==> config.mk <==
export PLATFORM = sky130hd
export DESIGN_NAME = bus_decoder
export DESIGN_NICKNAME = d
export VERILOG_FILES = /design/src/logic/bus_map_pkg.sv /design/src/logic/bus_decoder.sv
export SDC_FILE = /design/constraint.sdc
export NUM_CORES = 1
export LEC_CHECK = 0
export BUFFER_PORTS_ARGS = -buffer_cell sky130_fd_sc_hd__buf_4
export CELL_PAD_IN_SITES_DETAIL_PLACEMENT = 1
export CELL_PAD_IN_SITES_GLOBAL_PLACEMENT = 2
export CORE_ASPECT_RATIO = 0.9
export CORE_MARGIN = 2
export CORE_UTILIZATION = 12
export CTS_BUF_LIST = sky130_fd_sc_hd__clkbuf_8 sky130_fd_sc_hd__clkbuf_16
export CTS_CLUSTER_DIAMETER = 120
export DETAILED_ROUTE_END_ITERATION = 12
export HOLD_SLACK_MARGIN = 0.05
export MAX_ROUTING_LAYER = met4
export PLACE_DENSITY_LB_ADDON = 0.15
export SKIP_LAST_GASP = 1
export SLEW_MARGIN = 20
export SYNTH_ARGS = -nofsm -noshare
export SYNTH_HDL_FRONTEND = slang
export SYNTH_SLANG_ARGS = --single-unit
==> constraint.sdc <==
create_clock -name sys_clock -period 1.6 [get_ports sys_clock]
set_input_delay 0.4 -clock sys_clock [delete_from_list [all_inputs] [get_ports sys_clock]]
set_output_delay 0.4 -clock sys_clock [all_outputs]
set_load 0.03 [all_outputs]
==> src/logic/bus_map_pkg.sv <==
`default_nettype none

// bus widths, bus bundles and the apple-1 memory map
package bus_map_pkg;

	typedef logic [15:0] bus_addr_t; // 6502 address
	typedef logic [7:0]  bus_data_t; // 6502 data byte

	// cpu side of the bus, as presented by the 6502 core
	typedef struct packed {
		bus_addr_t addr;
		bus_data_t wdata;
		logic      wr;    // write level, qualified later by cpu_clken
	} cpu_bus_t;

	// loader port, one byte per strobe
	typedef struct packed {
		logic      active; // a download is running
		logic      strobe; // write strobe
		bus_addr_t addr;
		bus_data_t data;
	} loader_bus_t;

	typedef struct packed {
		logic low_ram;
		logic aci;
		logic basic;
		logic rom;
	} chip_select_t;

	// memory map bounds
	localparam int unsigned LOW_RAM_LAST  = 'hBFFF;
	localparam int unsigned ACI_FIRST     = 'hC000;
	localparam int unsigned ACI_LAST      = 'hC1FF;
	localparam int unsigned ACI_ROM_FIRST = 'hC100; // rom half of the aci window
	localparam int unsigned BASIC_FIRST   = 'hE000;
	localparam int unsigned BASIC_LAST    = 'hEFFF;
	localparam int unsigned ROM_FIRST     = 'hFF00; // wozmon

	// array sizes in bytes
	localparam int unsigned LOW_RAM_SIZE = LOW_RAM_LAST + 1;
	localparam int unsigned BASIC_SIZE   = BASIC_LAST - BASIC_FIRST + 1;
	localparam int unsigned ROM_SIZE     = 'h10000 - ROM_FIRST;
	localparam int unsigned ACI_ROM_SIZE = ACI_LAST - ACI_ROM_FIRST + 1;

endpackage

`default_nettype wire

==> src/logic/bus_decoder.sv <==
`timescale 1ns/1ns
`default_nettype none

module bus_decoder (
	input  logic                      sys_clock,
	input  logic                      rst_n_i,
	input  bus_map_pkg::cpu_bus_t     cpu_bus_i,
	input  bus_map_pkg::loader_bus_t  loader_i,
	input  logic                      cpu_clken_i,
	output bus_map_pkg::bus_addr_t    bus_addr_o,
	output bus_map_pkg::bus_data_t    bus_wdata_o,
	output logic                      bus_wr_o,
	output logic                      loader_wr_o,   // write comes from the loader
	output bus_map_pkg::chip_select_t select_o,
	input  bus_map_pkg::bus_data_t    memory_rdata_i,
	input  bus_map_pkg::bus_data_t    aci_rdata_i,
	output bus_map_pkg::bus_data_t    cpu_rdata_o
);

	logic                      loader_owns;
	bus_map_pkg::chip_select_t select_q; // select of the previous cycle, matches read data

	// loader strobe takes the bus for that cycle, cpu has it otherwise
	assign loader_owns = loader_i.active && loader_i.strobe;

	always_comb begin
		if (loader_owns) begin
			bus_addr_o  = loader_i.addr;
			bus_wdata_o = loader_i.data;
			bus_wr_o    = 1'b1;
		end else begin
			bus_addr_o  = cpu_bus_i.addr;
			bus_wdata_o = cpu_bus_i.wdata;
			bus_wr_o    = cpu_bus_i.wr && cpu_clken_i; // cpu writes land on phi2 only
		end
	end

	assign loader_wr_o = loader_owns;

	// address decode
	always_comb begin
		select_o.low_ram = 32'(bus_addr_o) <= bus_map_pkg::LOW_RAM_LAST;
		select_o.aci     = 32'(bus_addr_o) >= bus_map_pkg::ACI_FIRST
			&& 32'(bus_addr_o) <= bus_map_pkg::ACI_LAST;
		select_o.basic   = 32'(bus_addr_o) >= bus_map_pkg::BASIC_FIRST
			&& 32'(bus_addr_o) <= bus_map_pkg::BASIC_LAST;
		select_o.rom     = 32'(bus_addr_o) >= bus_map_pkg::ROM_FIRST;
	end

	always_ff @(posedge sys_clock or negedge rst_n_i) begin
		if (!rst_n_i)
			select_q <= '0;
		else
			select_q <= select_o;
	end

	// read mux, holes in the map read as zero
	always_comb begin
		if (select_q.aci)
			cpu_rdata_o = aci_rdata_i;
		else if (select_q.low_ram || select_q.basic || select_q.rom)
			cpu_rdata_o = memory_rdata_i;
		else
			cpu_rdata_o = '0;
	end

endmodule

`default_nettype wire

==> results list <==
* Run status: finished, violations left
- The checks that failed: setup timing.
- First-pass DRT Iterations: 3
- Final period demand of the worst path: between 1.5 and 2 ns
* Starting density of the core: 12.6%
- Area occupied by registers: approximately 100 sq um
- Relative slew slack: ~83%
- Placed cell areas: ~1600 sq um
- Top achievable clock speed: 0.601 GHz
* CP Data Arrival Time: approximately 1.3 ns
- Least-Margin Pin Slew: approximately 0.26 ns
* Number of core rows: 25
- Syn_area_per_cell: 10.7 sq um
* Largest registers: select_q: 4 flops
* CP Capture Type: output pin
- The number of nets handed over by synthesis was between 100 and 150.
* Post-synthesis instance total: a little over 60
* Gpl congestion: 0.695
- Classification of the worst-slack hold path: input pin to flip-flop
- Measured along the x axis, the die boundary spans about 82 um.
* Detailed-routed wire length on met2: between 1500 and 2000 um
* Pwr dens: 495 nW/um^2
* Filler cell count: 595
- Summing all non-filler instances in the final layout gives an area of 1930 sq um.
* Top post-synthesis cells by area: mux2_4 36%, dfrtp_1 15%, mux2_2 14%
* Vias after detailed routing: between 1000 and 1500
- Top Family by Delay on Critical Path: flip-flops
* Number of vias per cell after detailed routing: 4.05
- In this run, placement finished with an instance count of around 240.
* Synth top area share: 36.2%
- Netlist cell types: 18
* Global-route wire length before repair: roughly 5000 um
- Overall power consumption after layout is estimated at 956 uW.
- Cell taking the most area after synthesis: mux2_4
- Synthesized cell area: ~660 sq um
- The via count of the first global-routing pass is roughly 1100.
* CTS tree: built
- Flip-flop and latch count after synthesis: 4
- The finished layout holds around 250 standard cells, fillers aside.
* Sequential cell area fraction in the yosys report: around 15%
- Remaining routing DRC violations: 0
- Setup repair after global routing could not meet its margin everywhere.
- Summed over all nets, wire length on met3 after detailed routing comes to just over 300 um.
* Final critical-path share of the clock period: 104%
- By instance count, the leading cell after synthesis is mux2_4.
* # nets final: 254
- The tree is rooted in a clkbuf_8.
* Antenna violations before repair: 0
* Core region area: ~5300 sq um
- Worst IR Drop VDD: between 0.15 and 0.2 mV
- The count of endpoints failing hold in the final timing report came to 0.
- CTS buffer count: 3
- OpenSTA, run right after detailed placement, puts the worst setup slack at -0.0940 ns.
* Multi-input logic area: roughly 600 sq um
- CP Max Fanout: 8
- The commonest cells after synthesis are 16 x mux2_4, 8 x a22o_1, 8 x mux2_2, 4 x dfrtp_1.
- Grt total ovfl: 0
- After synthesis, the share of flip-flops with an asynchronous set or reset is 100%.
- In the post-route analysis, the smallest setup slack over all paths is -0.0634 ns.
* HPWL after detailed placement: roughly 2900 um
- Largest register FFs: 4
- Top layer reached by signal wires: met4
* CTS H-tree lvls: 1
- Setup violations remaining at the end of the flow were counted as 30.
- Entering global routing, the biggest net connects 9 pins.
- After clock tree synthesis, the clock-pin slew on the worst setup and hold paths is roughly 0.030 ns.
* Critical Path, Cell by Cell: nor3_2, nor2_4, a22o_1, buf_6
- For this design, the slowest cell found on the critical path is dfrtp_1.
* Post-detailed-route wirelength per cell: ~14 um
* DRC violation total after the first TritonRoute iteration: 3
* Synth-to-Final Area Change: 191%
- Clock tree synthesis found a total of 4 sinks.
- In this run the remaining antenna-violating nets after routing total 0.
- Number of flops mapped to enable cells by yosys: 0
- After detailed routing, the wire length on met1 is 1200 um.
* Static leakage power: roughly 0.0010 uW
* Number of warnings reported in the yosys synthesis log: 0
- Full die area: between 6000 and 7000 sq um
- STA classifies the critical path startpoint as a flip-flop.
- The largest single stage delay on the critical path is approximately 0.36 ns.
* Start-to-end type of the worst setup path: flip-flop to output pin
* Wirelength, routed: roughly 3400 um
* Die height: 74.6 um
* Sum of negative setup slack: -0.779 ns
- Number of max-cap violations: 0
- During I/O placement, the number of pins put on the boundary was between 100 and 150.
- Antenna Diode Count: 0
- All-Layer GR Usage: 10.8%
- Share of post-route cells with drive strength above 1: between 80% and 90%
* Number of port buffers: 107
- Final max-slew violation count: 0
- Together, buffers and inverters on the worst path number 1.
- select_q holds more flip-flops than any other register.
- STA puts the critical path data required time at roughly 1.2 ns.
- The most used flip-flop cell after synthesis is dfrtp_1.
- The clock passes through at most 2 buffers.
-- final timing paths --
kind	from	endpoint	slack (ns)	cells past startpoint
min in group asynchronous	rst_n_i	select_q[0]	0.52	2
max in group asynchronous	rst_n_i	select_q[2]	0.98	2
max	select_q[0]	cpu_rdata_o[7]	-0.06	4
min	cpu_bus_i[19]	select_q[2]	0.51	4
-- what timing repair did --
item,4_1_cts,5_1_grt
endpoints found under the setup margin,36,35
gates cloned,1,0
hold endpoints to repair,4,0
pin swaps,5,4
buffers inserted,1,1
hold buffers,1,0
resized for setup,43,12
-- kinds of logic after synthesis --
family / count (synthesis) / share of synthesized area (%)
AOI/OAI and AO/OA: 12 / 13.7
buffers and inverters: 4 / 4.71
muxes: 24 / 49.7
and+or+nand+nor: 18 / 16.8
DFF: 4 / 15.1
-- final cells by class --
type	count	area share, %
clock buffers	3	2.14
flip-flops and latches	4	5.18
well taps	67	4.34
inverters	1	0.583
repair buffers	120	56.2
multi-input cells	54	31.5
-- report_power, final --
part,internal (uW),switching [uW],total [uW]
sequential,105,1.29,106
combinational,355,287,642
clock,160,47.9,208
total,619,336,956
-- cell usage in the layout, fill, tap and decap left out, drive strengths merged --
cell type	n
inv	1
dfrtp	4
and4	3
clkbuf	3
a22o	8
nor3	3
nor2	3
a31oi	1
dlygate4sd3	1
buf	119
a21oi	3
mux2	24
nand4	2
nand3	2
nand2	3
nand3b	2
-- per-layer routing --
layer / GRT usage, % / vias to the layer above
met4: 3.33 / 0
met2: 20.9 / 63
met3: 1.82 / 4
met5: - / -
met1: 10.8 / 455
li1: - / 487
-- stage by stage --
step / hold WS (ns) / util, %
6_report: 0.509 / 36.5
5_1_grt: 0.530 / 36.5
4_1_cts: 0.517 / 35.5
3_5_place_dp: 0.200 / 30.8
3_3_place_gp: 0.196 / 30.8
2_1_floorplan: 0.104 / -
Power figures use the tool's default switching activity.
