## src/logic/bus_map_pkg.sv

```systemverilog
`default_nettype none

// bus widths, bus bundles and the apple-1 memory map
package bus_map_pkg;

	typedef logic [15:0] bus_addr_t; // 6502 address
	typedef logic [7:0]  bus_data_t; // 6502 data byte

	// cpu side of the bus, as presented by the 6502 core
	typedef struct packed {
		bus_addr_t addr;
		bus_data_t wdata;
		logic      wr;    // write level, qualified later by cpu_clken
	} cpu_bus_t;

	// loader port, one byte per strobe
	typedef struct packed {
		logic      active; // a download is running
		logic      strobe; // write strobe
		bus_addr_t addr;
		bus_data_t data;
	} loader_bus_t;

	typedef struct packed {
		logic low_ram;
		logic aci;
		logic basic;
		logic rom;
	} chip_select_t;

	// memory map bounds
	localparam int unsigned LOW_RAM_LAST  = 'hBFFF;
	localparam int unsigned ACI_FIRST     = 'hC000;
	localparam int unsigned ACI_LAST      = 'hC1FF;
	localparam int unsigned ACI_ROM_FIRST = 'hC100; // rom half of the aci window
	localparam int unsigned BASIC_FIRST   = 'hE000;
	localparam int unsigned BASIC_LAST    = 'hEFFF;
	localparam int unsigned ROM_FIRST     = 'hFF00; // wozmon

	// array sizes in bytes
	localparam int unsigned LOW_RAM_SIZE = LOW_RAM_LAST + 1;
	localparam int unsigned BASIC_SIZE   = BASIC_LAST - BASIC_FIRST + 1;
	localparam int unsigned ROM_SIZE     = 'h10000 - ROM_FIRST;
	localparam int unsigned ACI_ROM_SIZE = ACI_LAST - ACI_ROM_FIRST + 1;

endpackage

`default_nettype wire

```

## src/logic/cassette_interface.sv

```systemverilog
`timescale 1ns/1ns
`default_nettype none

module cassette_interface (
	input  logic                   sys_clock,
	input  logic                   rst_n_i,
	input  bus_map_pkg::bus_addr_t bus_addr_i,
	input  bus_map_pkg::bus_data_t bus_wdata_i,
	input  logic                   bus_wr_i,
	input  logic                   loader_wr_i,
	input  logic                   aci_select_i,
	input  logic                   cpu_clken_i,
	input  logic                   tape_rx_i,    // raw cassette line
	output bus_map_pkg::bus_data_t rdata_o,
	output logic                   tape_in_o,
	output logic                   tape_out_o
);

	localparam int unsigned ROM_AW = $clog2(bus_map_pkg::ACI_ROM_SIZE);

	bus_map_pkg::bus_data_t aci_rom [bus_map_pkg::ACI_ROM_SIZE];

	logic [ROM_AW-1:0]      rom_index;
	logic                   rom_page;     // 0xc100-0xc1ff
	logic                   io_access;    // cpu touches 0xc0xx
	bus_map_pkg::bus_data_t rom_q;
	logic                   io_page_q;
	logic                   tape_in_q;
	logic                   tape_out_q;

	assign rom_index = bus_addr_i[ROM_AW-1:0];
	assign rom_page  = 32'(bus_addr_i) >= bus_map_pkg::ACI_ROM_FIRST;
	assign io_access = aci_select_i && !rom_page && cpu_clken_i && !loader_wr_i;

	// line is inverted by the input stage
	always_ff @(posedge sys_clock or negedge rst_n_i) begin
		if (!rst_n_i)
			tape_in_q <= 1'b0;
		else
			tape_in_q <= ~tape_rx_i;
	end

	// rom image comes in through the loader, both pages read it by low byte
	always_ff @(posedge sys_clock) begin
		if (bus_wr_i && loader_wr_i && aci_select_i && rom_page)
			aci_rom[rom_index] <= bus_wdata_i;
		rom_q     <= aci_rom[rom_index];
		io_page_q <= aci_select_i && !rom_page;
	end

	// io page reads carry the tape level in bit 0
	assign rdata_o = io_page_q ? {rom_q[7:1], tape_in_q} : rom_q;

	// any io page access flips the output line
	always_ff @(posedge sys_clock or negedge rst_n_i) begin
		if (!rst_n_i)
			tape_out_q <= 1'b0;
		else if (io_access)
			tape_out_q <= ~tape_out_q;
	end

	assign tape_in_o  = tape_in_q;
	assign tape_out_o = tape_out_q;

endmodule

`default_nettype wire

```

## config.mk

```make
export PLATFORM = sky130hd
export DESIGN_NAME = cassette_interface
export DESIGN_NICKNAME = d
export VERILOG_FILES = /design/src/logic/bus_map_pkg.sv /design/src/logic/cassette_interface.sv
export SDC_FILE = /design/constraint.sdc
export NUM_CORES = 2
export LEC_CHECK = 0
export ABC_AREA = 1
export BUFFER_PORTS_ARGS = -buffer_cell sky130_fd_sc_hd__buf_2
export CORE_ASPECT_RATIO = 0.75
export CORE_UTILIZATION = 40
export CTS_CLUSTER_DIAMETER = 120
export DETAILED_ROUTE_END_ITERATION = 8
export PLACE_DENSITY = 0.63
export SLEW_MARGIN = 30
export SYNTH_ARGS = -nofsm -noshare
export SYNTH_HDL_FRONTEND = slang
export SYNTH_SLANG_ARGS = --single-unit
```

## constraint.sdc

```tcl
create_clock -name sys_clock -period 3.8 [get_ports sys_clock]
set_clock_uncertainty 0.15 [all_clocks]
set_input_delay 1.14 -clock sys_clock [delete_from_list [all_inputs] [get_ports sys_clock]]
set_output_delay 1.14 -clock sys_clock [all_outputs]
set_load 0.005 [all_outputs]
```

==> flow_summary_export.csv <==
group,metric,value,unit
global_route,grt_max_degree,86,
worst_setup_path,cp_slowest_cell,"nor2_1",
power_and_ir_drop,power_leakage,39.6,nW
power_and_ir_drop,pwr-share-clk,0.406,
timing,clock.fmax,0.294,GHz
worst_hold_path,hp-start,"tape_out_o$_DFFE_PN0P_",
flow_run,drv_cap,0,
synth,ys_ff_latch,2059,
worst_setup_path,path_delay_family,"simple AND/OR/NAND/NOR gates",
clock_tree,cts_tree,"yes",
clock_tree,cts.sinks,2059,
drt,drt_iter0_drc,7379,
synth,synth_nets,8043,
drt,wl_met1,104000,microns
synth,syn_avg_cell_area,10.6,sq um
synth,ys_seq_area_frac,0.727,
worst_hold_path,hp-class,"reg2reg",
synth,yosysUniqueCellTypes,22,
place,place_area,92400,sq um
layout,stdcell_area,98500,sq um
worst_setup_path,r2r_setup_slack,1280,ps
global_route,track_usage,0.219,
clock_tree,clk_root_buffer_cell,"clkbuf_16",
place,place_hpwl,147000,microns
worst_setup_path,r2r-end,"rom_q[2]$_DFF_P_",
clock_tree,htree_levels,4,
clock_tree,cts_buffers,192,
timing,setup_tns,0,ps
clock_tree,insertion_delay,850,ps
worst_setup_path,r2r_start,"aci_rom[83][2]$_DFFE_PP_",
place,port_buffers,40,
drt,vias,58400,
drt,drt_wl_total,236000,microns
worst_setup_path,r2r_cells,13,
layout,drive_above_1_share,0.106,
synth,synth_ff_type,"edfxtp_1",
clock_tree,clk_path_buf_depth,4,
timing,setup_violations,0,
worst_setup_path,cp_data_arrival_time,4010,ps
worst_setup_path,path_buf_inv,5,
timing,post-route-period-util,0.896,
power_and_ir_drop,p_int,36.5,mW
floorplan,die-area,214000,sq um
clock_tree,clk_transition_reported_paths,60,ps
worst_setup_path,critPathMaxStageDelay,500,ps
floorplan,io_pins,41,
worst_setup_path,worstPathRequired,4410,ps
global_route,antenna_found_initial,16,
synth,async_flop_share,0.000971,
run_status,status,"finished clean",
floorplan,initial_core_util,0.402,
layout,layout_commonest_cell,"nand2_1",
floorplan,fp.dieH,401,microns
timing,post-route-min-period,3410,ps
worst_setup_path,path_max_fanout,41,
global_route,grt_pass1_wl,354000,microns
power_and_ir_drop,switching_share,0.225,
drt,wl_met3,23500,microns
global_route,grt_pass1_vias,55800,
synth,synthCells,8012,
floorplan,rows,146,
worst_hold_path,holdPathEnd,"tape_out_o$_DFFE_PN0P_",
worst_setup_path,startpoint_type,"input port",
timing,finalMaxSlewViolations,0,
layout,syn2layout_area_growth,16.1,%
layout,most-common-layout-cells,"4762 x nand2_1, 2048 x edfxtp_1, 475 x buf_4, 345 x nor2_1, 195 x clkbuf_16",
worst_setup_path,crit_chain,"buf_8 > inv_8 > buf_12 > buf_12 > nand2_1 > nand2_1 > nand2_1 > nand2_1 > nand2_1 > nand2_1 > o21ai_0 > buf_4 > nand2_1 > nor2_1 > nor2_1 > nor2_1 > nand2_1",
worst_setup_path,critical_path_class,"in2reg",
worst_hold_path,min_path_cells,1,
layout,final_core_util,0.467,
synth,synth_area,84900,sq um
timing,hold_viol_final,0,
drt,met2_length,103000,microns
timing,worst_pin_slew,896,ps
power_and_ir_drop,peakVddDrop,0.000367,V
synth,synth_edf_count,2048,
worst_setup_path,critical-path-top-cell-by-count,"nand2_1",
timing,grt_setup_unrepaired,"false",
power_and_ir_drop,p_sw,10.6,mW
place,gp_congestion,0.888,
global_route,grt-ovfl-total,0,
power_and_ir_drop,p_seq_frac,0.531,
drt,post_drt_wl_per_cell,20.8,microns
place,dpl_worst_slack,-306,ps
layout,fin_nets,8428,
synth,yosysWarnings,0,
drt,ant_nets,0,
drt,drcViolationCount,0,
timing,worst_slack,395,ps
drt,highest_layer,"met4",
power_and_ir_drop,power_density,478,nW/um^2
drt,via_per_inst,5.14,
power_and_ir_drop,combPwrFrac,0.062,
drt,firstDrtPassIters,6,
clock_tree,ctsResizeCount,0,
floorplan,dieWidth,534,microns
floorplan,core_area,211000,sq um
worst_setup_path,cp-end-kind,"flip-flop",
timing,slew-limit-headroom,0.400,
[power groups by stage]
stage	combinational, mW	sequential [mW]	clock [mW]
global placement	2.88	25.5	0
detailed placement	2.90	25.5	0
floorplan	1.39	25.5	0
global route	3.18	25.0	20.2
CTS	2.92	25.0	19.4
finish	2.93	25.0	19.1
[state kept, by name (all words and copies together), names as in the netlist]
register and flops:
aci_rom 2048, io_page_q 1, rom_q 8, tape_in_o 1
tape_out_o 1
[area by class of cell]
cell class                      instances  area (sq um)
Fill cell                           18900        112000
Sequential cell                      2059         61700
Multi-Input combinational cell       5512         21300
Timing Repair Buffer                  615          5860
Clock buffer                          235          5040
Tap cell                             2812          3520
Clock inverter                        109          1050
Inverter                               17          86.3
Antenna cell                            4          10.0
[cell families (layout without fill, tap and decap cells)]
group,count (synthesis),count (layout),share of synthesized area
and+or+nand+nor,5317,5317,0.238
DFF,2059,2059,0.727
other,0,4,0
xor gates and xnor gates,1,1,0.000103
muxes,1,1,0.000133
buffers and inverters,441,976,0.0232
AOI/OAI and AO/OA,193,193,0.0114
[routing by layer]
metal | GRT usage | vias to the layer above
li1 | - | 27100
met1 | 0.331 | 28300
met2 | 0.326 | 2642
met3 | 0.0371 | 352
met4 | 0.0551 | 0
met5 | 0 | -
[worst register-to-register path, cell delays in order, from the launching register on]
cell,delay [ps]
edfxtp_1,370
nand2_1,70
nand2_1,60
nand2_1,60
nand2_1,60
nand2_1,60
nand2_1,120
o21ai_0,510
buf_4,230
nand2_1,80
nor2_1,110
nor2_1,160
nor2_1,280
nand2_1,70
[cell usage after synthesis, types with 2 or more instances]
master       n  share of area
dfrtp_1      2        0.00059
nand2_1   4778           0.21
clkbuf_1   175         0.0077
nand3_1    185          0.011
a21oi_1     32         0.0019
nor3_1       2        0.00012
nor2_1     351          0.016
buf_2      205          0.012
dfxtp_1      9         0.0021
buf_4        9        0.00080
inv_1       14        0.00062
edfxtp_1  2048           0.72
inv_2        2       0.000088
o21ai_1     66         0.0039
o21ai_0     94         0.0055
buf_6        3        0.00040
buf_1       32         0.0014
[metrics by stage]
stage	power, mW	hold WS, ps	cells
after floorplan	26.9	315	8012
after global placement	28.4	299	11000
after detailed placement	28.4	305	11000
after CTS	47.3	316	11400
after global routing	48.4	336	11400
final	47.1	313	11400
[worst max path at each step]
stage / from / to / depth (start not counted)
floorplan: bus_addr_i[0] / aci_rom[220][0]$_DFFE_PP_ / 8
global placement: bus_addr_i[0] / rom_q[1]$_DFF_P_ / 17
detailed placement: bus_addr_i[0] / rom_q[1]$_DFF_P_ / 17
CTS: bus_addr_i[0] / rom_q[1]$_DFF_P_ / 17
global route: bus_addr_i[0] / rom_q[1]$_DFF_P_ / 17
finish: bus_addr_i[0] / rom_q[2]$_DFF_P_ / 17
[what timing repair did]
item                                    4_1_cts  5_1_grt
endpoints found under the setup margin        0        0
endpoints found under the hold margin         2        0
setup buffers                                 0        0
hold buffers                                  1        0
No activity file was read; power rests on OpenSTA's default activity.
