===== src/logic/timing_pkg.sv =====
`default_nettype none

// clock enable ratios and the audio sample format
package timing_pkg;

	// sys_clock runs at cpu x 7 x 8
	localparam int unsigned CPU_CLOCK_DIVIDER   = 56;
	localparam int unsigned PIXEL_CLOCK_DIVIDER = 8;

	// sigma-delta input width
	localparam int unsigned DAC_WIDTH = 16;

	typedef logic [DAC_WIDTH-1:0] dac_sample_t; // unsigned sample, msb = half scale

endpackage

`default_nettype wire


===== src/logic/clock_reset_gen.sv =====
`timescale 1ns/1ns
`default_nettype none

module clock_reset_gen (
	input  logic sys_clock,
	input  logic rst_n_i,
	input  logic loader_active_i,  // download in progress, cpu must stall
	input  logic menu_reset_i,
	input  logic reset_button_i,
	input  logic reset_key_i,      // keyboard reset key, level
	output logic cpu_clken_o,
	output logic pixel_clken_o,
	output logic system_reset_o
);

	localparam int unsigned CPU_CNT_W   = $clog2(timing_pkg::CPU_CLOCK_DIVIDER);
	localparam int unsigned PIXEL_CNT_W = $clog2(timing_pkg::PIXEL_CLOCK_DIVIDER);

	logic [CPU_CNT_W-1:0]   cpu_count;
	logic [PIXEL_CNT_W-1:0] pixel_count;
	logic                   reset_key_q;  // previous key level
	logic                   reset_key_edge;

	// free running dividers, the enable is the last count of each period
	always_ff @(posedge sys_clock or negedge rst_n_i) begin
		if (!rst_n_i) begin
			cpu_count   <= '0;
			pixel_count <= '0;
		end else begin
			if (cpu_count == CPU_CNT_W'(timing_pkg::CPU_CLOCK_DIVIDER - 1))
				cpu_count <= '0;
			else
				cpu_count <= cpu_count + 1'b1;
			if (pixel_count == PIXEL_CNT_W'(timing_pkg::PIXEL_CLOCK_DIVIDER - 1))
				pixel_count <= '0;
			else
				pixel_count <= pixel_count + 1'b1;
		end
	end

	// cpu is frozen while the loader owns memory
	assign cpu_clken_o   = (cpu_count == CPU_CNT_W'(timing_pkg::CPU_CLOCK_DIVIDER - 1))
		&& !loader_active_i;
	assign pixel_clken_o = (pixel_count == PIXEL_CNT_W'(timing_pkg::PIXEL_CLOCK_DIVIDER - 1));

	// only the key press resets, a held key would otherwise keep the machine in reset
	assign reset_key_edge = reset_key_i && !reset_key_q;

	always_ff @(posedge sys_clock or negedge rst_n_i) begin
		if (!rst_n_i) begin
			reset_key_q    <= 1'b0;
			system_reset_o <= 1'b1; // machine held in reset with the fpga
		end else begin
			reset_key_q    <= reset_key_i;
			system_reset_o <= menu_reset_i | reset_button_i | reset_key_edge;
		end
	end

endmodule

`default_nettype wire


===== config.mk =====
export PLATFORM = sky130hd
export DESIGN_NAME = clock_reset_gen
export DESIGN_NICKNAME = d
export VERILOG_FILES = /design/src/logic/timing_pkg.sv /design/src/logic/clock_reset_gen.sv
export SDC_FILE = /design/constraint.sdc
export NUM_CORES = 1
export LEC_CHECK = 0
export BUFFER_PORTS_ARGS = -buffer_cell sky130_fd_sc_hd__buf_2
export CORE_MARGIN = 3
export CORE_UTILIZATION = 25
export DETAILED_ROUTE_END_ITERATION = 8
export PLACE_DENSITY_LB_ADDON = 0.15
export SYNTH_ARGS = -nofsm -noshare
export SYNTH_HDL_FRONTEND = slang
export SYNTH_SLANG_ARGS = --single-unit

===== constraint.sdc =====
create_clock -name sys_clock -period 3.2 [get_ports sys_clock]
set_input_delay 0.96 -clock sys_clock [delete_from_list [all_inputs] [get_ports sys_clock]]
set_output_delay 0.96 -clock sys_clock [all_outputs]
set_load 0.05 [all_outputs]

==> qor.json, run 1 <==
{
  "filler_cell_count": {"value": 167},
  "leakage": {"value": 0.271, "unit": "nW"},
  "number_of_design_rule_violations_left_after_detail_routing": {"value": 0},
  "critPathMaxFanout": {"value": 1},
  "setup-violations-final": {"value": 0},
  "max-slew-margin-rel": {"value": 0.838},
  "pre_cts_worst_setup_slack": {"value": 0.759, "unit": "ns"},
  "path_class": {"value": "in2out"},
  "post-route-cell-area": {"value": 514, "unit": "um^2"},
  "antenna_violating_nets_post_route": {"value": 0},
  "die_area": {"value": 0.00224, "unit": "mm^2"},
  "source_of_the_worst_hold_timing_path": {"value": "reset_key_q$_DFF_PN0_"},
  "total_switching_power": {"value": 0.0000527, "unit": "W"},
  "drt_pass1_iterations": {"value": 2},
  "sw_share": {"value": 0.216},
  "regToRegSetupSlack": {"value": 1.94, "unit": "ns"},
  "core_area": {"value": 0.00156, "unit": "mm^2"},
  "post_synth.cell_area_avg": {"value": 12.2, "unit": "um^2"},
  "fmax": {"value": 409, "unit": "MHz"},
  "nets": {"value": 57},
  "antenna_cells": {"value": 0},
  "rows": {"value": 14},
  "cts.clk_slew.worst_paths": {"value": 0.07, "unit": "ns"},
  "worstMarginPinSlew": {"value": 0.243, "unit": "ns"},
  "grt_setup_unrepaired": {"value": "no"},
  "holdWs": {"value": 0.386, "unit": "ns"},
  "viasPerCell": {"value": 4.67},
  "layout.cells.most_common": {"value": "sky130_fd_sc_hd__dfrtp_1"},
  "power_report.internal_total": {"value": 0.000192, "unit": "W"},
  "worst_vdd_drop": {"value": 0.237, "unit": "mV"},
  "num_vias": {"value": 294},
  "layout_worst_path_cycle_share": {"value": 0.765},
  "post_synth_inst_count": {"value": 35},
  "hold_class": {"value": "reg2reg"},
  "clock_tree_from_tritoncts": {"value": "yes"},
  "worstSkewPairLatency": {"value": 0.27, "unit": "ns"},
  "cts_root_buf": {"value": "sky130_fd_sc_hd__clkbuf_4"},
  "grt_pass1_wl": {"value": 1200, "unit": "um"},
  "tritoncts.num_buffers": {"value": 3},
  "timing.critical_path.arrival": {"value": 1.49, "unit": "ns"},
  "grt_overflow": {"value": 0},
  "slew_violations": {"value": 0},
  "start_kind": {"value": "input port"},
  "gp_congestion": {"value": 0.598},
  "share_clk_of_total_power": {"value": 0.386},
  "power_frac_seq": {"value": 0.576},
  "cap_viol_max_count": {"value": 0},
  "total_power": {"value": 0.000244, "unit": "W"},
  "layout_stage_area_growth_over_the_synthesis_result": {"value": 20.2, "unit": "%"},
  "clock_sink_count": {"value": 11},
  "worst_slack": {"value": 0.752, "unit": "ns"},
  "dpl.hpwl": {"value": 564, "unit": "um"},
  "synth.yosys.seq_area_share": {"value": 0.646},
  "io_pins": {"value": 9},
  "final_layout_size_suffix_gt1_frac": {"value": 0.255},
  "buffer_ports.inserted": {"value": 8},
  "min_cycle_time_layout": {"value": 2.45, "unit": "ns"},
  "layout.cells.most_common_list": {"value": "sky130_fd_sc_hd__dfrtp_1 (10), sky130_fd_sc_hd__buf_2 (8), sky130_fd_sc_hd__nor2_1 (5)"},
  "worst_setup_path_startpoint": {"value": "loader_active_i"},
  "holdBufCountCts": {"value": 0},
  "global_route_usage_over_all_layers": {"value": 0.0796},
  "hold_viol": {"value": 0},
  "antenna_found_initial": {"value": 0},
  "grt_max_degree": {"value": 12},
  "worstPathRequired": {"value": 2.24, "unit": "ns"},
  "post_dp_cell_area": {"value": 488, "unit": "um^2"},
  "cts_htree_levels": {"value": 1},
  "floorplan_die_height": {"value": 47.4, "unit": "um"},
  "synth_fp_nets": {"value": 44},
  "power.combinational.fraction": {"value": 0.037},
  "first_global_vias": {"value": 283},
  "dr.first_iter.drc_count": {"value": 4},
  "die_width": {"value": 47.4, "unit": "um"},
  "pwr_density_cell": {"value": 475, "unit": "mW/mm^2"},
  "yosys_register_bits": {"value": 11},
  "yosysWarnings": {"value": 0},
  "final.setup_skew": {"value": 0.000969, "unit": "ns"},
  "postCtsResizedCells": {"value": 0},
  "wl_per_cell": {"value": 11.8, "unit": "um"},
  "post_synth_num_cell_types": {"value": 14},
  "start_util": {"value": 0.274},
  "fin_setup_tns": {"value": 0, "unit": "ns"},
  "outcome": {"value": "completed"},
  "clockBufferDepth": {"value": 2},
  "worst_r2r_startpoint": {"value": "cpu_count[0]$_DFF_PN0_"},
  "post-cts-setup-buffers": {"value": 0},
  "synth_area": {"value": 428, "unit": "um^2"},
  "critical_path.endpoint_type": {"value": "output pin"},
  "wirelength_routed": {"value": 742, "unit": "um"}
}
synthesized netlist by cell type:
cell,count,area [um^2]
sky130_fd_sc_hd__nor2_1,5,18.8
sky130_fd_sc_hd__nor3_1,1,5.00
sky130_fd_sc_hd__inv_1,2,7.51
sky130_fd_sc_hd__xor2_1,2,17.5
sky130_fd_sc_hd__nand4_1,2,12.5
sky130_fd_sc_hd__o21ai_0,2,10.0
sky130_fd_sc_hd__nand2_1,2,7.51
sky130_fd_sc_hd__o221ai_1,1,8.76
sky130_fd_sc_hd__o211ai_1,1,7.51
sky130_fd_sc_hd__dfstp_2,1,26.3
sky130_fd_sc_hd__or3b_1,1,8.76
sky130_fd_sc_hd__dfrtp_1,10,250
sky130_fd_sc_hd__ha_1,3,37.5
sky130_fd_sc_hd__nand3_1,2,10.0
registers in the layout (all words and copies together) (netlist names):
| register | flops |
|---|---|
| system_reset_o | 1 |
| cpu_count | 6 |
| pixel_count | 3 |
| reset_key_q | 1 |
power groups by stage:
stage	registers, W	clock network [W]	logic, W
after floorplan	0.000146	0	0.000000706
after global placement	0.000144	0	0.00000911
after detailed placement	0.000144	0	0.00000955
after CTS	0.000141	0.0000989	0.00000959
after global routing	0.000141	0.000106	0.0000105
final	0.000141	0.0000944	0.00000915
layout make-up:
type                       instances  area [um^2]  area share
inverter                           2         7.51      0.0146
sequential                        11          277       0.538
multi-input combinational         22          144       0.280
clock buffer                       4         26.3      0.0511
tap                               16         20.0      0.0389
timing repair buffer               8         40.0      0.0779
logic make-up (layout without fill, tap and decap cells):
family / Yosys count / after routing / synth area share
AO/OA/AOI/OAI: 4 / 4 / 0.0614
adder cells (fa/ha/maj): 3 / 3 / 0.0877
flip-flops: 11 / 11 / 0.646
buffers and inverters: 2 / 14 / 0.0176
XOR/XNOR: 2 / 2 / 0.0409
AND/OR/NAND/NOR: 13 / 13 / 0.146
worst max-delay path: stages:
cell	delay (ns)
sky130_fd_sc_hd__buf_2	0.10
sky130_fd_sc_hd__nor3_1	0.14
sky130_fd_sc_hd__buf_2	0.29
layer usage:
| layer | GRT usage | vias up | routed length [um] | share of wire |
|---|---|---|---|---|
| met5 | 0 | - | 0 | 0 |
| met2 | 0.107 | 3 | 359 | 0.48 |
| li1 | - | 145 | - | - |
| met1 | 0.104 | 144 | 343 | 0.46 |
| met3 | 0.0230 | 2 | 34 | 0.046 |
| met4 | 0.0663 | 0 | 5 | 0.0067 |
worst paths after layout:
| check | end | depth (start not counted) |
|---|---|---|
| max | cpu_clken_o | 3 |
| min | system_reset_o$_DFF_PN1_ | 1 |
| max reg2reg | cpu_count[5]$_DFF_PN0_ | 4 |
| min reg2reg | system_reset_o$_DFF_PN1_ | 1 |
| max in group asynchronous | system_reset_o$_DFF_PN1_ | 1 |
| min in group asynchronous | cpu_count[2]$_DFF_PN0_ | 1 |
per-stage QoR:
stage,util,std cells
CTS,0.330,63
detailed placement,0.313,59
global route,0.330,63
finish,0.330,63
floorplan,-,35
global placement,0.313,59
No activity file was read; power rests on OpenSTA's default activity.
==> inputs of run 2 (changes only) <==
--- a/config.mk
+++ b/config.mk
@@ -5,6 +5,7 @@
 export SDC_FILE = /design/constraint.sdc
 export NUM_CORES = 1
 export LEC_CHECK = 0
+export ABC_AREA = 1
 export BUFFER_PORTS_ARGS = -buffer_cell sky130_fd_sc_hd__buf_2
 export CORE_MARGIN = 3
 export CORE_UTILIZATION = 25
==> constraint.sdc (replaced) <==
create_clock -name sys_clock -period 2.5 [get_ports sys_clock]
set_input_delay 0.75 -clock sys_clock [delete_from_list [all_inputs] [get_ports sys_clock]]
set_output_delay 0.75 -clock sys_clock [all_outputs]
set_load 0.05 [all_outputs]
==> run 2 against run 1 <==
Die area up 5.1%. Clock skew up 0.0069 ns. Core utilization up 1.1 points. Final cell count up 29%. Synthesized cell count up 29%. Power up 27%. Critical endpoint unchanged. Largest cell class unchanged. Highest routed layer unchanged.
==> qor.json, run 2 <==
{
  "setup-violations-final": {"value": 0},
  "synth.yosys.seq_area_share": {"value": 0.610},
  "dr_wl_met2": {"value": 311, "unit": "um"},
  "grt_max_degree": {"value": 12},
  "edff_count_synth": {"value": 0},
  "layout.cells.most_common": {"value": "sky130_fd_sc_hd__nor2_1"},
  "clock_sink_count": {"value": 11},
  "critPathMaxFanout": {"value": 4},
  "antenna_cells": {"value": 0},
  "outcome": {"value": "completed"},
  "grt_setup_unrepaired": {"value": "no"},
  "grt_overflow": {"value": 0},
  "final.setup_skew": {"value": 0.00784, "unit": "ns"},
  "hold_viol": {"value": 0},
  "viasPerCell": {"value": 3.85},
  "fmax": {"value": 456, "unit": "MHz"},
  "library_cell_with_the_highest_instance_count_after_synthesis": {"value": "sky130_fd_sc_hd__nor2_1"},
  "worst_vdd_drop": {"value": 0.296, "unit": "mV"},
  "post_synth.cell_area_avg": {"value": 10.1, "unit": "um^2"},
  "synth_fp_nets": {"value": 54},
  "wl_per_cell": {"value": 8.59, "unit": "um"},
  "start_util": {"value": 0.281},
  "cts.clk_slew.worst_paths": {"value": 0.07, "unit": "ns"},
  "path_class": {"value": "reg2out"},
  "largest_reg_flops": {"value": 6},
  "global_route_usage_over_all_layers": {"value": 0.0729},
  "met1_wl": {"value": 315, "unit": "um"},
  "die_area": {"value": 0.00236, "unit": "mm^2"},
  "fin_setup_tns": {"value": 0, "unit": "ns"},
  "antenna_found_initial": {"value": 0},
  "antenna_violating_nets_post_route": {"value": 0},
  "min_cycle_time_layout": {"value": 2.19, "unit": "ns"},
  "largest_registers": {"value": "cpu_count (6), pixel_count (3)"},
  "gp_congestion": {"value": 0.731},
  "io_pins": {"value": 9},
  "critical_path.endpoint_type": {"value": "output pin"},
  "first_global_vias": {"value": 302},
  "number_of_design_rule_violations_left_after_detail_routing": {"value": 0},
  "drt_pass1_iterations": {"value": 4},
  "pre_cts_worst_setup_slack": {"value": 0.557, "unit": "ns"},
  "timing.critical_path.arrival": {"value": 1.44, "unit": "ns"},
  "filler_cell_count": {"value": 183},
  "regMostFlops": {"value": "cpu_count"},
  "cap_viol_max_count": {"value": 0},
  "layout_stage_area_growth_over_the_synthesis_result": {"value": 21.3, "unit": "%"},
  "synth_top_area_cell": {"value": "sky130_fd_sc_hd__dfrtp_1"},
  "die_width": {"value": 48.6, "unit": "um"},
  "post_synth_inst_count": {"value": 45},
  "postLayoutCoreUtil": {"value": 0.341},
  "yosysWarnings": {"value": 0},
  "wirelength_routed": {"value": 696, "unit": "um"},
  "dpl.hpwl": {"value": 554, "unit": "um"},
  "post-cts-setup-buffers": {"value": 0},
  "grt_pass1_wl": {"value": 1190, "unit": "um"},
  "postSynth.asyncResetShare": {"value": 1.00},
  "buffer_ports.inserted": {"value": 8},
  "cts_root_buf": {"value": "sky130_fd_sc_hd__clkbuf_4"},
  "tritoncts.num_buffers": {"value": 3},
  "start_kind": {"value": "flip-flop"},
  "final_layout_size_suffix_gt1_frac": {"value": 0.263},
  "num_vias": {"value": 312},
  "rows": {"value": 14},
  "clockBufferDepth": {"value": 2},
  "dr.first_iter.drc_count": {"value": 13},
  "post_synth_num_cell_types": {"value": 13},
  "worstMarginPinSlew": {"value": 0.240, "unit": "ns"},
  "hold_class": {"value": "in2async"},
  "worstPathRequired": {"value": 1.75, "unit": "ns"},
  "yosys-top-cells-count": {"value": "sky130_fd_sc_hd__nor2_1 (11), sky130_fd_sc_hd__dfrtp_1 (10), sky130_fd_sc_hd__inv_1 (5)"},
  "leakage": {"value": 0.290, "unit": "nW"},
  "yosys_register_bits": {"value": 11},
  "post_synth_main_area_contributors": {"value": "sky130_fd_sc_hd__dfrtp_1 (55%), sky130_fd_sc_hd__nor2_1 (9.1%), sky130_fd_sc_hd__ha_1 (8.3%)"},
  "synth_ff_type": {"value": "sky130_fd_sc_hd__dfrtp_1"},
  "clock_tree_from_tritoncts": {"value": "yes"},
  "synth_area": {"value": 453, "unit": "um^2"},
  "layout_worst_path_cycle_share": {"value": 0.877},
  "layout.cells.most_common_list": {"value": "sky130_fd_sc_hd__nor2_1 (11), sky130_fd_sc_hd__dfrtp_1 (10), sky130_fd_sc_hd__buf_2 (8)"},
  "core_area": {"value": 0.00161, "unit": "mm^2"},
  "worstSkewPairLatency": {"value": 0.27, "unit": "ns"},
  "nets": {"value": 67},
  "pwr_density_cell": {"value": 567, "unit": "mW/mm^2"},
  "slew_violations": {"value": 0},
  "floorplan_die_height": {"value": 48.6, "unit": "um"},
  "synth_top_cell_area_share": {"value": 0.552},
  "cts_htree_levels": {"value": 1},
  "met3RoutedLength": {"value": 48, "unit": "um"},
  "dr.max_layer_used": {"value": "met4"},
  "postCtsResizedCells": {"value": 0},
  "worst_slack": {"value": 0.308, "unit": "ns"},
  "max-slew-margin-rel": {"value": 0.840},
  "holdBufCountCts": {"value": 0}
}
## run 2: cell types whose count changed after synthesis, moves of 2 or more
cell | previous run | this run
sky130_fd_sc_hd__nor2_1 | 5 | 11
sky130_fd_sc_hd__nand2_1 | 2 | 4
sky130_fd_sc_hd__nand4_1 | 2 | 0
sky130_fd_sc_hd__nand3_1 | 2 | 4
sky130_fd_sc_hd__inv_1 | 2 | 5
## run 2: report_power, final
| part | switching [W] | total (W) | leakage (nW) | internal [W] |
|---|---|---|---|---|
| Sequential | 0.000000283 | 0.000180 | 0.129 | 0.000180 |
| Combinational | 0.00000804 | 0.0000118 | 0.146 | 0.00000378 |
| Clock | 0.0000574 | 0.000119 | 0.0150 | 0.0000617 |
## run 2: path summary, 6_finish.rpt
kind | slack, ns | endpoint | cells past startpoint | startpoint
hold reg to reg | 0.40 | system_reset_o$_DFF_PN1_ | 1 | reset_key_q$_DFF_PN0_
setup reg to reg | 1.40 | cpu_count[3]$_DFF_PN0_ | 4 | cpu_count[0]$_DFF_PN0_
setup / recovery | 0.31 | cpu_clken_o | 6 | cpu_count[0]$_DFF_PN0_
max in group asynchronous | 1.91 | system_reset_o$_DFF_PN1_ | 1 | rst_n_i
min in group sys_clock | 0.40 | system_reset_o$_DFF_PN1_ | 1 | reset_key_q$_DFF_PN0_
hold / removal | 0.33 | reset_key_q$_DFF_PN0_ | 1 | rst_n_i
## run 2: worst max-delay path, stage by stage (launching register included)
cell	delay, ns
sky130_fd_sc_hd__dfrtp_1	0.39
sky130_fd_sc_hd__ha_1	0.20
sky130_fd_sc_hd__nand2_2	0.08
sky130_fd_sc_hd__inv_2	0.07
sky130_fd_sc_hd__nand3_1	0.08
sky130_fd_sc_hd__nor2_1	0.08
sky130_fd_sc_hd__buf_2	0.26
## run 2: layout make-up
cell class | count | area (um^2) | area share
Timing Repair Buffer | 8 | 40.0 | 0.0729
Inverter | 6 | 22.5 | 0.0410
Clock buffer | 4 | 26.3 | 0.0478
Multi-Input combinational cell | 28 | 154 | 0.280
Sequential cell | 11 | 277 | 0.503
Tap cell | 24 | 30.0 | 0.0547
## run 2: logic make-up (layout without fill, tap and decap cells)
logic type,Yosys count,count (layout),synth area share
compound gates,3,3,0.0331
xor+xnor,1,1,0.0193
fa+ha+maj,3,3,0.0829
buf+inv,6,18,0.0497
flops,11,11,0.611
simple gates,21,21,0.204
## run 2: per-stage QoR
stage	cell area (um^2)	total power [W]	std cells	hold slack, ns
global route	549	0.000324	81	0.342
finish	549	0.000311	81	0.331
detailed placement	523	0.000196	77	0.386
CTS	549	0.000318	81	0.331
floorplan	453	0.000188	45	0.377
global placement	523	0.000196	77	0.385
## run 2: per-layer routing
| layer | up-vias | global-route usage |
|---|---|---|
| met5 | - | 0 |
| li1 | 163 | - |
| met2 | 4 | 0.101 |
| met1 | 143 | 0.0728 |
| met4 | 0 | 0.0569 |
| met3 | 2 | 0.0552 |
==> inputs of run 3 (changes only) <==
--- a/config.mk
+++ b/config.mk
@@ -7,7 +7,8 @@
 export LEC_CHECK = 0
 export ABC_AREA = 1
 export BUFFER_PORTS_ARGS = -buffer_cell sky130_fd_sc_hd__buf_2
-export CORE_MARGIN = 3
+export CORE_ASPECT_RATIO = 1.1
+export CORE_MARGIN = 1
 export CORE_UTILIZATION = 25
 export DETAILED_ROUTE_END_ITERATION = 8
 export PLACE_DENSITY_LB_ADDON = 0.15
==> run 3 against run 2 <==
Power decreased by 1.3%. First-iteration DRC count decreased by 100%. Critical endpoint unchanged. Worst hold slack improved by 0.013 ns. Critical path depth unchanged.
==> qor.json, run 3 (synthesized netlist as in run 2, its figures left out) <==
{
  "clock_sink_count": {"value": 11},
  "dr.first_iter.drc_count": {"value": 0},
  "layout_worst_path_cycle_share": {"value": 0.873},
  "grt_overflow": {"value": 0},
  "multi_input_comb_area": {"value": 154, "unit": "um^2"},
  "timing.critical_path.arrival": {"value": 1.43, "unit": "ns"},
  "area.sequential": {"value": 277, "unit": "um^2"},
  "timing.critical_path.cells": {"value": "ha_1 -> nand2_2 -> inv_2 -> nand3_1 -> nor2_1 -> buf_2"},
  "worst_slack": {"value": 0.318, "unit": "ns"},
  "nets": {"value": 67},
  "clockBufferDepth": {"value": 2},
  "die_area": {"value": 0.00199, "unit": "mm^2"},
  "worst_vdd_drop": {"value": 0.247, "unit": "mV"},
  "regMostFlops": {"value": "cpu_count"},
  "num_vias": {"value": 327},
  "fmax": {"value": 458, "unit": "MHz"},
  "worst_setup_path_startpoint": {"value": "cpu_count[0]$_DFF_PN0_"},
  "dpl.hpwl": {"value": 509, "unit": "um"},
  "critical_path.endpoint_type": {"value": "output pin"},
  "path_class": {"value": "reg2out"},
  "hold_viol": {"value": 0},
  "largest_reg_flops": {"value": 6},
  "grt_max_degree": {"value": 12},
  "wirelength_routed": {"value": 643, "unit": "um"},
  "hold_class": {"value": "in2async"},
  "holdBufCountCts": {"value": 0},
  "dr_wl_met2": {"value": 321, "unit": "um"},
  "antenna_found_initial": {"value": 0},
  "pre_cts_worst_setup_slack": {"value": 0.559, "unit": "ns"},
  "worstMarginPinSlew": {"value": 0.240, "unit": "ns"},
  "first_global_vias": {"value": 301},
  "rows": {"value": 15},
  "gp_congestion": {"value": 0.705},
  "holdWs": {"value": 0.343, "unit": "ns"},
  "antenna_cells": {"value": 0},
  "setup-violations-final": {"value": 0},
  "grt_setup_unrepaired": {"value": "no"},
  "critical-path-slowest-cell": {"value": "sky130_fd_sc_hd__dfrtp_1"},
  "drt_pass1_iterations": {"value": 1},
  "core_area": {"value": 0.00163, "unit": "mm^2"},
  "clock_tree_from_tritoncts": {"value": "yes"},
  "start_util": {"value": 0.277},
  "leakage": {"value": 0.290, "unit": "nW"},
  "cts.clk_slew.worst_paths": {"value": 0.07, "unit": "ns"},
  "worst_r2r_startpoint": {"value": "cpu_count[0]$_DFF_PN0_"},
  "final_layout_size_suffix_gt1_frac": {"value": 0.263},
  "final.setup_skew": {"value": 0.00170, "unit": "ns"},
  "layout.cells.most_common_list": {"value": "sky130_fd_sc_hd__nor2_1 (11), sky130_fd_sc_hd__dfrtp_1 (10), sky130_fd_sc_hd__buf_2 (8)"},
  "antenna_violating_nets_post_route": {"value": 0},
  "placed_cells": {"value": 70},
  "cts_root_buf": {"value": "sky130_fd_sc_hd__clkbuf_4"},
  "total_power": {"value": 0.000307, "unit": "W"},
  "cap_viol_max_count": {"value": 0},
  "postCtsResizedCells": {"value": 0},
  "viasPerCell": {"value": 4.42},
  "grt_pass1_wl": {"value": 1040, "unit": "um"},
  "floorplan_die_height": {"value": 46.6, "unit": "um"},
  "min_cycle_time_layout": {"value": 2.18, "unit": "ns"},
  "global_route_usage_over_all_layers": {"value": 0.0724},
  "outcome": {"value": "completed"},
  "critPathMaxStageDelay": {"value": 0.39, "unit": "ns"},
  "wl_per_cell": {"value": 8.69, "unit": "um"},
  "slew_violations": {"value": 0},
  "finalNonFillerCells": {"value": 74},
  "start_kind": {"value": "flip-flop"},
  "fin_setup_tns": {"value": 0, "unit": "ns"},
  "largest_registers": {"value": "cpu_count (6), pixel_count (3)"},
  "dr.max_layer_used": {"value": "met3"},
  "tritoncts.num_buffers": {"value": 3},
  "pwr_density_cell": {"value": 568, "unit": "mW/mm^2"},
  "worstSkewPairLatency": {"value": 0.26, "unit": "ns"},
  "layout_stage_area_growth_over_the_synthesis_result": {"value": 19.3, "unit": "%"},
  "met1_wl": {"value": 298, "unit": "um"},
  "number_of_design_rule_violations_left_after_detail_routing": {"value": 0},
  "layout.cells.most_common": {"value": "sky130_fd_sc_hd__nor2_1"},
  "filler_cell_count": {"value": 169},
  "die_width": {"value": 42.6, "unit": "um"},
  "io_pins": {"value": 9},
  "buffer_ports.inserted": {"value": 8},
  "cts_htree_levels": {"value": 1},
  "post-cts-setup-buffers": {"value": 0},
  "worstPathRequired": {"value": 1.75, "unit": "ns"},
  "met3RoutedLength": {"value": 24, "unit": "um"},
  "critPathMaxFanout": {"value": 4},
  "max-slew-margin-rel": {"value": 0.840}
}
-- run 3: where the power goes --
part           leakage, nW  internal, W  switching, W
registers            0.129     0.000180   0.000000334
clock network       0.0150    0.0000616     0.0000534
logic                0.146   0.00000377    0.00000791
total                0.290     0.000246     0.0000617
-- run 3: worst paths after layout --
check / end / slack [ns] / cells past startpoint
max reg2reg: cpu_count[5]$_DFF_PN0_ / 1.39 / 6
max: cpu_clken_o / 0.32 / 6
min: reset_key_q$_DFF_PN0_ / 0.34 / 1
max in group asynchronous: system_reset_o$_DFF_PN1_ / 1.90 / 1
min reg2reg: system_reset_o$_DFF_PN1_ / 0.40 / 1
min in group sys_clock: system_reset_o$_DFF_PN1_ / 0.40 / 1
-- run 3: critical path: cells and delay by family (launching register included) --
family                     cells  cell delay (ns)
and+or+nand+nor                3             0.27
DFF                            1             0.39
adders and majority gates      1             0.19
buffers and inverters          2             0.33
-- run 3: per-stage QoR --
stage | utilization | cell area, um^2
2_1_floorplan | - | 453
3_3_place_gp | 0.315 | 514
3_5_place_dp | 0.315 | 514
4_1_cts | 0.331 | 541
5_1_grt | 0.331 | 541
6_report | 0.331 | 541
-- run 3: routing by layer --
layer	GRT usage	vias to the layer above
li1	-	166
met1	0.0726	153
met2	0.135	8
met3	0.0118	0
met4	0.0563	0
met5	0	-
-- run 3: layout make-up --
class,count,area share
Clock buffer,4,0.0486
Inverter,6,0.0417
Multi-Input combinational cell,28,0.285
Sequential cell,11,0.512
Tap cell,17,0.0394
Timing Repair Buffer,8,0.0741
